**src/hdl/issue_macros.svh**
```systemverilog
`ifndef ISSUE_MACROS_SVH
`define ISSUE_MACROS_SVH

// Datapath width.
`define XLEN 32

// Architectural registers.
`define REG_COUNT 32
`define REG_IDX_W 5

// ROB entries. Tag 0 means the value is present.
`define ROB_DEPTH 8
`define TAG_W 3

// Instruction queue entries.
`define IQ_DEPTH 4

`endif

```
**src/hdl/issue_pkg.sv**
```systemverilog
`include "issue_macros.svh"

package issue_pkg;

    typedef logic [`XLEN-1:0] word_t;
    typedef logic [`REG_IDX_W-1:0] reg_idx_t;
    typedef logic [`TAG_W-1:0] tag_t;

    typedef enum logic [6:0] {
        op_lui   = 7'b0110111,
        op_auipc = 7'b0010111,
        op_jal   = 7'b1101111,
        op_br    = 7'b1100011,
        op_imm   = 7'b0010011,
        op_reg   = 7'b0110011
    } opcode_t;

    // Follows funct3. Sub and sra sit on the slt/sltu codes.
    typedef enum logic [2:0] {
        alu_add = 3'b000,
        alu_sll = 3'b001,
        alu_sub = 3'b010,
        alu_sra = 3'b011,
        alu_xor = 3'b100,
        alu_srl = 3'b101,
        alu_or  = 3'b110,
        alu_and = 3'b111
    } alu_op_t;

    typedef enum logic [2:0] {
        beq  = 3'b000,
        bne  = 3'b001,
        blt  = 3'b100,
        bge  = 3'b101,
        bltu = 3'b110,
        bgeu = 3'b111
    } cmp_op_t;

    typedef enum logic [1:0] {
        reg_op = 2'd0,
        br_op  = 2'd1
    } rob_op_t;

    typedef enum logic [1:0] {
        unit_none = 2'd0,
        unit_alu  = 2'd1,
        unit_cmp  = 2'd2
    } unit_t;

    typedef struct packed {
        word_t pc;
        word_t inst;
        logic  br_pred;
    } fetch_t;

    typedef struct packed {
        unit_t    unit;
        alu_op_t  alu_op;
        cmp_op_t  cmp_op;
        logic     is_br;
        rob_op_t  rob_op;
        reg_idx_t rd;
        reg_idx_t rs1;
        reg_idx_t rs2;
        logic     writes_rd;
        logic     use_rs1;
        logic     use_rs2;
        word_t    imm_a;
        word_t    imm_b;
        word_t    pc;
        word_t    b_imm;
        logic     br_pred;
    } issue_req_t;

    typedef struct packed {
        word_t value;
        tag_t  q;
    } operand_t;

    typedef struct packed {
        word_t   vj;
        word_t   vk;
        tag_t    qj;
        tag_t    qk;
        alu_op_t alu_op;
        tag_t    dest;
    } alu_rs_entry_t;

    typedef struct packed {
        logic    is_br;
        word_t   vj;
        word_t   vk;
        tag_t    qj;
        tag_t    qk;
        cmp_op_t cmp_op;
        tag_t    dest;
        word_t   pc;
        word_t   b_imm;
        logic    br_pred;
    } cmp_rs_entry_t;

    typedef struct packed {
        rob_op_t  op;
        reg_idx_t dest;
    } rob_alloc_t;

    typedef struct packed {
        logic [`ROB_DEPTH-1:0]  ready;
        word_t [`ROB_DEPTH-1:0] vals;
    } rob_state_t;

    typedef struct packed {
        logic     valid;
        tag_t     tag;
        reg_idx_t rd;
        word_t    value;
    } commit_t;

endpackage

```
**src/hdl/inst_queue.sv**
```systemverilog
`timescale 1ns/1ps

module inst_queue #(
    parameter type payload_t = logic [31:0],
    parameter int  DEPTH     = 4
) (
    input  logic     clk,
    input  logic     rst,
    input  logic     push,
    input  payload_t din,
    output logic     full,
    input  logic     pop,
    output payload_t dout,
    output logic     not_empty
);

    localparam int PTR_W = (DEPTH > 1) ? $clog2(DEPTH) : 1;

    payload_t mem [DEPTH];

    logic [PTR_W-1:0] rd_ptr;
    logic [PTR_W-1:0] wr_ptr;
    logic [PTR_W:0]   count;

    assign full      = (count == DEPTH);
    assign not_empty = (count != 0);
    assign dout      = mem[rd_ptr];

    always_ff @(posedge clk) begin
        if (push) begin
            mem[wr_ptr] <= din;
        end
    end

    // Pointers wrap at DEPTH, which need not be a power of two.
    always_ff @(posedge clk) begin
        if (rst) begin
            rd_ptr <= '0;
            wr_ptr <= '0;
            count  <= '0;
        end else begin
            if (push) begin
                wr_ptr <= (wr_ptr == PTR_W'(DEPTH - 1)) ? '0 : wr_ptr + 1'b1;
            end
            if (pop) begin
                rd_ptr <= (rd_ptr == PTR_W'(DEPTH - 1)) ? '0 : rd_ptr + 1'b1;
            end
            case ({push, pop})
                2'b10:   count <= count + 1'b1;
                2'b01:   count <= count - 1'b1;
                default: count <= count;
            endcase
        end
    end

    a_no_push_full: assert property (@(posedge clk) disable iff (rst) !(push && full));

    a_no_pop_empty: assert property (@(posedge clk) disable iff (rst) !(pop && !not_empty));

endmodule

```
**src/hdl/inst_decoder.sv**
```systemverilog
`timescale 1ns/1ps
`include "issue_macros.svh"

module inst_decoder
    import issue_pkg::*;
(
    input  fetch_t     fetch,
    output issue_req_t req
);

    opcode_t    opcode;
    logic [2:0] funct3;
    logic       funct7_5;
    reg_idx_t   rd;
    reg_idx_t   rs1;
    reg_idx_t   rs2;
    word_t      i_imm;
    word_t      u_imm;
    word_t      b_imm;
    word_t      j_imm;

    assign opcode   = opcode_t'(fetch.inst[6:0]);
    assign funct3   = fetch.inst[14:12];
    assign funct7_5 = fetch.inst[30];
    assign rd       = fetch.inst[11:7];
    assign rs1      = fetch.inst[19:15];
    assign rs2      = fetch.inst[24:20];

    assign i_imm = {{21{fetch.inst[31]}}, fetch.inst[30:20]};
    assign u_imm = {fetch.inst[31:12], 12'h000};
    assign b_imm = {{20{fetch.inst[31]}}, fetch.inst[7], fetch.inst[30:25],
                    fetch.inst[11:8], 1'b0};
    assign j_imm = {{12{fetch.inst[31]}}, fetch.inst[19:12], fetch.inst[20],
                    fetch.inst[30:21], 1'b0};

    always_comb begin
        req         = '0;
        req.rs1     = rs1;
        req.rs2     = rs2;
        req.pc      = fetch.pc;
        req.b_imm   = b_imm;
        req.br_pred = fetch.br_pred;
        req.rob_op  = reg_op;

        case (opcode)
            op_imm, op_reg: begin
                req.writes_rd = 1'b1;
                req.use_rs1   = 1'b1;
                req.use_rs2   = (opcode == op_reg);
                req.imm_b     = i_imm;
                req.unit      = unit_alu;
                case (funct3)
                    // Set-less-than runs on the compare station.
                    3'b010: begin
                        req.unit   = unit_cmp;
                        req.cmp_op = blt;
                    end
                    3'b011: begin
                        req.unit   = unit_cmp;
                        req.cmp_op = bltu;
                    end
                    3'b000: begin
                        req.alu_op = (opcode == op_reg && funct7_5) ? alu_sub : alu_add;
                    end
                    3'b101: begin
                        req.alu_op = funct7_5 ? alu_sra : alu_srl;
                    end
                    default: begin
                        req.alu_op = alu_op_t'(funct3);
                    end
                endcase
            end
            op_lui: begin
                req.unit      = unit_alu;
                req.writes_rd = 1'b1;
                req.imm_b     = u_imm;
            end
            op_auipc: begin
                req.unit      = unit_alu;
                req.writes_rd = 1'b1;
                req.imm_a     = fetch.pc;
                req.imm_b     = u_imm;
            end
            op_jal: begin
                // Link value pc + 4; the jump offset rides along in b_imm.
                req.unit      = unit_alu;
                req.writes_rd = 1'b1;
                req.imm_a     = fetch.pc;
                req.imm_b     = `XLEN'd4;
                req.b_imm     = j_imm;
            end
            op_br: begin
                if (funct3 != 3'b010 && funct3 != 3'b011) begin
                    req.unit    = unit_cmp;
                    req.is_br   = 1'b1;
                    req.rob_op  = br_op;
                    req.use_rs1 = 1'b1;
                    req.use_rs2 = 1'b1;
                    req.cmp_op  = cmp_op_t'(funct3);
                end
            end
            default: begin
                req.unit = unit_none;
            end
        endcase

        req.rd = req.writes_rd ? rd : '0;
    end

endmodule

```
**src/hdl/reg_status.sv**
```systemverilog
`timescale 1ns/1ps
`include "issue_macros.svh"

module reg_status
    import issue_pkg::*;
(
    input  logic       clk,
    input  logic       rst,
    input  reg_idx_t   rs1,
    input  reg_idx_t   rs2,
    output operand_t   op1,
    output operand_t   op2,
    input  rob_state_t rob_state,
    input  logic       set_tag,
    input  reg_idx_t   set_rd,
    input  tag_t       set_tag_val,
    input  commit_t    commit
);

    word_t vals [`REG_COUNT];
    tag_t  tags [`REG_COUNT];

    // Takes the ROB value when the producer has finished but not committed.
    function automatic operand_t read_reg(input reg_idx_t idx, input word_t val,
                                          input tag_t t, input rob_state_t rs);
        operand_t op;
        op.value = val;
        op.q     = t;
        if (idx == '0) begin
            op = '0;
        end else if (t != '0 && rs.ready[t]) begin
            op.value = rs.vals[t];
            op.q     = '0;
        end
        return op;
    endfunction

    assign op1 = read_reg(rs1, vals[rs1], tags[rs1], rob_state);
    assign op2 = read_reg(rs2, vals[rs2], tags[rs2], rob_state);

    always_ff @(posedge clk) begin
        if (rst) begin
            for (int i = 0; i < `REG_COUNT; i++) begin
                vals[i] <= '0;
                tags[i] <= '0;
            end
        end else begin
            if (commit.valid && commit.rd != '0) begin
                vals[commit.rd] <= commit.value;
                if (tags[commit.rd] == commit.tag) begin
                    tags[commit.rd] <= '0;
                end
            end
            // A new producer for the same register overrides the clear.
            if (set_tag) begin
                tags[set_rd] <= set_tag_val;
            end
        end
    end

    a_no_tag_on_x0: assert property (
        @(posedge clk) disable iff (rst) set_tag |-> (set_rd != '0)
    );

endmodule

```
**src/hdl/issue_dispatch.sv**
```systemverilog
`timescale 1ns/1ps

module issue_dispatch
    import issue_pkg::*;
(
    input  logic          clk,
    input  logic          rst,
    input  logic          head_valid,
    input  issue_req_t    req,
    input  operand_t      op1,
    input  operand_t      op2,
    input  tag_t          rob_free_tag,
    input  logic          alu_rs_ready,
    input  logic          cmp_rs_ready,
    output logic          pop,
    output logic          set_tag,
    output reg_idx_t      set_rd,
    output tag_t          set_tag_val,
    output logic          alu_rs_valid,
    output alu_rs_entry_t alu_rs,
    output logic          cmp_rs_valid,
    output cmp_rs_entry_t cmp_rs,
    output logic          rob_valid,
    output rob_alloc_t    rob_alloc
);

    operand_t src_j;
    operand_t src_k;
    logic     target_ready;
    logic     supported;
    logic     issue;
    logic     discard;

    // Immediates enter as ready operands.
    assign src_j = req.use_rs1 ? op1 : operand_t'{value: req.imm_a, q: '0};
    assign src_k = req.use_rs2 ? op2 : operand_t'{value: req.imm_b, q: '0};

    assign target_ready = (req.unit == unit_alu) ? alu_rs_ready : cmp_rs_ready;
    assign supported    = (req.unit != unit_none) && (req.rd != '0 || !req.writes_rd);

    assign issue   = head_valid && supported && rob_free_tag != '0 && target_ready;
    assign discard = head_valid && !supported;
    assign pop     = issue || discard;

    assign set_tag     = issue && req.writes_rd;
    assign set_rd      = req.rd;
    assign set_tag_val = rob_free_tag;

    always_ff @(posedge clk) begin
        if (rst) begin
            alu_rs_valid <= 1'b0;
            cmp_rs_valid <= 1'b0;
            rob_valid    <= 1'b0;
        end else begin
            alu_rs_valid <= issue && req.unit == unit_alu;
            cmp_rs_valid <= issue && req.unit == unit_cmp;
            rob_valid    <= issue;
        end
    end

    always_ff @(posedge clk) begin
        if (issue) begin
            alu_rs.vj     <= src_j.value;
            alu_rs.vk     <= src_k.value;
            alu_rs.qj     <= src_j.q;
            alu_rs.qk     <= src_k.q;
            alu_rs.alu_op <= req.alu_op;
            alu_rs.dest   <= rob_free_tag;

            cmp_rs.is_br   <= req.is_br;
            cmp_rs.vj      <= src_j.value;
            cmp_rs.vk      <= src_k.value;
            cmp_rs.qj      <= src_j.q;
            cmp_rs.qk      <= src_k.q;
            cmp_rs.cmp_op  <= req.cmp_op;
            cmp_rs.dest    <= rob_free_tag;
            cmp_rs.pc      <= req.pc;
            cmp_rs.b_imm   <= req.b_imm;
            cmp_rs.br_pred <= req.br_pred;

            rob_alloc.op   <= req.rob_op;
            rob_alloc.dest <= req.rd;
        end
    end

    a_one_station: assert property (
        @(posedge clk) disable iff (rst) !(alu_rs_valid && cmp_rs_valid)
    );

endmodule

```
**src/hdl/issue_unit.sv**
```systemverilog
`timescale 1ns/1ps
`include "issue_macros.svh"

module issue_unit
    import issue_pkg::*;
(
    input  logic          clk,
    input  logic          rst,
    input  logic          fetch_valid,
    input  fetch_t        fetch,
    output logic          fetch_ready,
    input  tag_t          rob_free_tag,
    input  rob_state_t    rob_state,
    input  commit_t       commit,
    input  logic          alu_rs_ready,
    input  logic          cmp_rs_ready,
    output logic          alu_rs_valid,
    output alu_rs_entry_t alu_rs,
    output logic          cmp_rs_valid,
    output cmp_rs_entry_t cmp_rs,
    output logic          rob_valid,
    output rob_alloc_t    rob_alloc
);

    logic       iq_push;
    logic       iq_full;
    logic       iq_pop;
    logic       head_valid;
    fetch_t     head;
    issue_req_t req;
    operand_t   op1;
    operand_t   op2;
    logic       set_tag;
    reg_idx_t   set_rd;
    tag_t       set_tag_val;

    assign fetch_ready = !iq_full;
    assign iq_push     = fetch_valid && fetch_ready;

    inst_queue #(
        .payload_t(fetch_t),
        .DEPTH    (`IQ_DEPTH)
    ) iq0 (
        .clk      (clk),
        .rst      (rst),
        .push     (iq_push),
        .din      (fetch),
        .full     (iq_full),
        .pop      (iq_pop),
        .dout     (head),
        .not_empty(head_valid)
    );

    inst_decoder dec0 (
        .fetch(head),
        .req  (req)
    );

    reg_status rs0 (
        .clk        (clk),
        .rst        (rst),
        .rs1        (req.rs1),
        .rs2        (req.rs2),
        .op1        (op1),
        .op2        (op2),
        .rob_state  (rob_state),
        .set_tag    (set_tag),
        .set_rd     (set_rd),
        .set_tag_val(set_tag_val),
        .commit     (commit)
    );

    issue_dispatch disp0 (
        .clk         (clk),
        .rst         (rst),
        .head_valid  (head_valid),
        .req         (req),
        .op1         (op1),
        .op2         (op2),
        .rob_free_tag(rob_free_tag),
        .alu_rs_ready(alu_rs_ready),
        .cmp_rs_ready(cmp_rs_ready),
        .pop         (iq_pop),
        .set_tag     (set_tag),
        .set_rd      (set_rd),
        .set_tag_val (set_tag_val),
        .alu_rs_valid(alu_rs_valid),
        .alu_rs      (alu_rs),
        .cmp_rs_valid(cmp_rs_valid),
        .cmp_rs      (cmp_rs),
        .rob_valid   (rob_valid),
        .rob_alloc   (rob_alloc)
    );

endmodule

```
**config.mk**
```make
export PLATFORM = sky130hd
export DESIGN_NAME = issue_unit
export DESIGN_NICKNAME = d
export VERILOG_FILES = /design/src/hdl/issue_pkg.sv /design/src/hdl/inst_queue.sv /design/src/hdl/inst_decoder.sv /design/src/hdl/reg_status.sv /design/src/hdl/issue_dispatch.sv /design/src/hdl/issue_unit.sv
export VERILOG_INCLUDE_DIRS = /design/src /design/src/hdl
export SDC_FILE = /design/constraint.sdc
export NUM_CORES = 2
export LEC_CHECK = 0
export BUFFER_PORTS_ARGS = -buffer_cell sky130_fd_sc_hd__buf_2
export CAP_MARGIN = 40
export CORE_MARGIN = 3
export CORE_UTILIZATION = 45
export CTS_CLUSTER_DIAMETER = 200
export DETAILED_ROUTE_END_ITERATION = 12
export GPL_ROUTABILITY_DRIVEN = 0
export PLACE_DENSITY_LB_ADDON = 0.08
export SETUP_SLACK_MARGIN = 0.05
export SLEW_MARGIN = 30
export SYNTH_ARGS = -nofsm -noshare
export SYNTH_HDL_FRONTEND = slang
export SYNTH_SLANG_ARGS = --single-unit
```
**constraint.sdc**
```tcl
create_clock -name clk -period 6.6 [get_ports clk]
set_input_delay 0.33 -clock clk [delete_from_list [all_inputs] [get_ports clk]]
set_output_delay 0.33 -clock clk [all_outputs]
set_load 0.01 [all_outputs]
```
==> flow_summary.yaml <==
worst_setup_path:
  critical_path_class: "flop to flop"
  cp_top_family: "multiplexers"
  r2r_slack_ps: 1060
  reg2regPathDepth: 10
  timing.critical_path.slowest_cell_delay_ps: 1040
  cp_data_arrival_time_ps: 6170
  critical_path.most_common_cell: "sky130_fd_sc_hd__mux2i_1"
  required_time_worst_endpoint_ps: 7240
  timing.critical_path.from_type: "flop"
  critical_path_sink_type: "flop"
  chain_of_cells_forming_the_critical_path: "mux4_4 -> buf_4 -> mux2i_1 -> a221oi_1 -> o21ai_0 -> o22ai_4 -> buf_12 -> mux2i_1 -> mux2i_1 -> o211ai_1"
  cp_slowest_cell: "sky130_fd_sc_hd__mux4_4"
  critPathBufInv: 2
  r2r_end: "disp0.alu_rs[61]"
  crit_fanout: 66
clock_tree:
  worst_setup_hold_path_clk_slew_ps: 60
  cts.path.max_buffers: 3
  clock_latency_on_the_worst_skew_pair_ps: 830
  cts.hold.buffers_added: 70
  cts_resized: 0
  cts_tree: "built"
  post_cts_buffers: 0
  clock_tree.htree_level_count: 4
  tritoncts.num_buffers: 170
  cts_root_buf: "sky130_fd_sc_hd__clkbuf_16"
  tritoncts_num_sinks: 1530
logic_synthesis:
  most_frequent_cell_after_synthesis: "sky130_fd_sc_hd__edfxtp_1"
  synth_seq_cells: 1530
  fraction_of_synthesized_cell_area_taken_by_the_top_area_cell_type_pct: 54.99
  synth_common_cells: "1518 x sky130_fd_sc_hd__edfxtp_1, 1003 x sky130_fd_sc_hd__and2_1, 803 x sky130_fd_sc_hd__nand2_1, 515 x sky130_fd_sc_hd__mux2i_1, 485 x sky130_fd_sc_hd__mux4_2"
  synth-seq-area-share_pct: 55.28
  synth_largest_area_cell: "sky130_fd_sc_hd__edfxtp_1"
  netlist-cell-type-count: 85
  synthesis.yosys.warnings: 0
  cells_after_synthesis: 6306
  synth.area.top_cells: "sky130_fd_sc_hd__edfxtp_1 55%, sky130_fd_sc_hd__mux4_2 13%, sky130_fd_sc_hd__and2_1 7.6%, sky130_fd_sc_hd__mux2i_1 6.2%, sky130_fd_sc_hd__nand2_1 3.6%"
  synth_area_per_cell_um2: 13.15
  synth_edf_count: 1518
  synth_top_flop_cell: "sky130_fd_sc_hd__edfxtp_1"
  mappedNetlistArea_mm2: 0.08290
  asyncSetResetFlopFracSynth_pct: 0
drt:
  drt-total-wl_um: 326900
  drc_errors: 0
  drtPass1Iterations: 6
  final_antenna_net_count: 0
  post_drt_via_cell_ratio: 6.333
  via_count: 59437
  initialDrtViolationCount: 7561
  wl_per_cell_um: 34.82
floorplan:
  die_w_um: 435.2
  num_rows: 156
  initial_core_util_pct: 45.57
  fp.dieArea_mm2: 0.1894
  boundaryPins: 607
  core_area_mm2: 0.1819
  die_h_um: 435.2
grt:
  grt_max_degree: 95
  grt.overflow.total: 0
  grt_antenna_before_repair: 82
  via_count_of_the_first_global_routing_pass: 57615
  first_pass_grt_wire_length_um: 452100
  grt_util_overall_pct: 33.80
timing:
  finalMaxSlewViolations: 0
  max_clock_freq_mhz: 180.7
  layout_min_cycle_time_ps: 5535
  min_period_over_period_pct: 83.86
  slew_headroom_pct: 35.50
  setup-tns-final_ps: 0
  final-setup-viol-count: 0
  clock-skew-final_ps: 26.23
  hold_violations: 0
  max_slew.worst_pin.slew_ps: 960.9
  grt_setup_unrepaired: "no"
final_layout:
  finish.cell_count_without_fillers: 9386
  final_area_mm2: 0.09448
  fin_nets: 7111
  post_route_cells_drive_above_1_share_pct: 24.62
  syn_to_final_growth_pct: 13.97
job:
  drv.max_cap_violation_count: 0
pwr:
  power.leakage_uw: 0.03411
  pwr_cell_area_mw_per_mm2: 451.5
  peak_supply_drop_v: 0.0006603
worst_hold_path:
  hold_depth: 4
  holdPathEnd: "disp0.alu_rs[8]"
  min-delay-path-class: "input port to flop"
  hold_start: "rob_state[262]"
placed_design:
  postPlaceCellArea_mm2: 0.08822
  detailed_place_hpwl_um: 214800
  place_inst: 8920
  place.port_buffers: 603
status:
  outcome: "complete, no violations"
-- worst max path at each step --
stage / start / endpoint / slack, ps / cells after the start
4_1_cts: flop / rs0.tags[30][0] / 1090 / 10
5_1_grt: flop / disp0.alu_rs[28] / 1030 / 11
6_report: flop / disp0.alu_rs[61] / 1060 / 10
2_1_floorplan: flop / disp0.alu_rs[0] / 950 / 10
3_5_place_dp: flop / rs0.tags[30][0] / 1110 / 10
3_3_place_gp: flop / rs0.tags[30][1] / 1180 / 10
-- tightest hold or removal path, stage by stage --
cell and delay, ps:
sky130_fd_sc_hd__buf_2 150, sky130_fd_sc_hd__a211oi_1 90, sky130_fd_sc_hd__a21oi_1 130, sky130_fd_sc_hd__nor3_1 70
-- where the power goes --
part	switching [uW]	internal, uW
Sequential	333	11300
Clock	4060	5130
Combinational	14000	7830
-- layer usage --
layer  global-route usage, %  wire length (um)
met1                   44.09            126200
met2                   53.82            153300
met3                   7.606             31450
met4                   15.92             15810
met5                       0                93
-- state kept, by name (all words and copies together), names as in the netlist, 2 cells and up, named ones only --
register	flops
rs0.vals	1024
iq0.mem	260
rs0.tags	96
disp0.alu_rs	76
disp0.cmp_rs	56
disp0.rob_alloc	6
iq0.count	3
iq0.rd_ptr	2
iq0.wr_ptr	2
-- cells by family (layout without fill, tap and decap cells) --
kind of cell | count (synthesis) | after routing | share of synthesized area (%)
simple gates | 2324 | 2324 | 14.50
flops | 1530 | 1530 | 55.28
mux | 1035 | 1035 | 19.88
buf+inv | 707 | 1226 | 4.105
compound gates | 697 | 697 | 6.068
fa+ha+maj | 7 | 7 | 0.1147
xor+xnor | 5 | 5 | 0.05282
other cells | 1 | 113 | 0.004524
-- per-stage QoR --
| step | utilization (%) | hold slack (ps) | total power, uW | worst slack [ps] |
|---|---|---|---|---|
| after global placement | 48.33 | 509.7 | 32890 | 1183 |
| final | 51.93 | 124.3 | 42660 | 1065 |
| after global routing | 51.90 | 113.0 | 43870 | 1030 |
| after floorplan | - | 428.9 | 25170 | 948.3 |
| after CTS | 51.76 | 49.82 | 42230 | 1092 |
| after detailed placement | 48.49 | 496.0 | 33070 | 1115 |
-- placed cells by master, fill, tap and decap left out, drive strengths merged, types with 8 or more instances in the layout --
cell         instances
conb                37
or2                 35
dfxtp               12
a211oi              71
a31oi              116
a31o                 9
o2111ai             32
nand3              126
diode               76
nor2b               34
a32oi               28
a221oi              11
mux2                34
inv                 30
and2              1019
o21ai               73
nor3                23
clkinv              74
o22ai               20
clkbuf             214
a21oi              104
a211o               13
a22oi               22
dlygate4sd3         70
a221o               37
nand2              805
buf                825
mux4               485
bufinv               8
nand4                9
edfxtp            1518
mux2i              516
and3                73
o211ai              53
nor2               167
o221ai              30
a311oi              43
-- cell type report --
| type | instances | area [um^2] |
|---|---|---|
| clock buffers | 209 | 4474 |
| flip-flops and latches | 1530 | 45830 |
| inverters | 19 | 76.32 |
| repair buffers | 900 | 5832 |
| clock inverters | 98 | 764.5 |
| multi-input cells | 4105 | 34240 |
| fillers | 15652 | 87440 |
| well taps | 2449 | 3064 |
| diodes | 76 | 190.2 |
No activity file was read; power rests on OpenSTA's default activity.
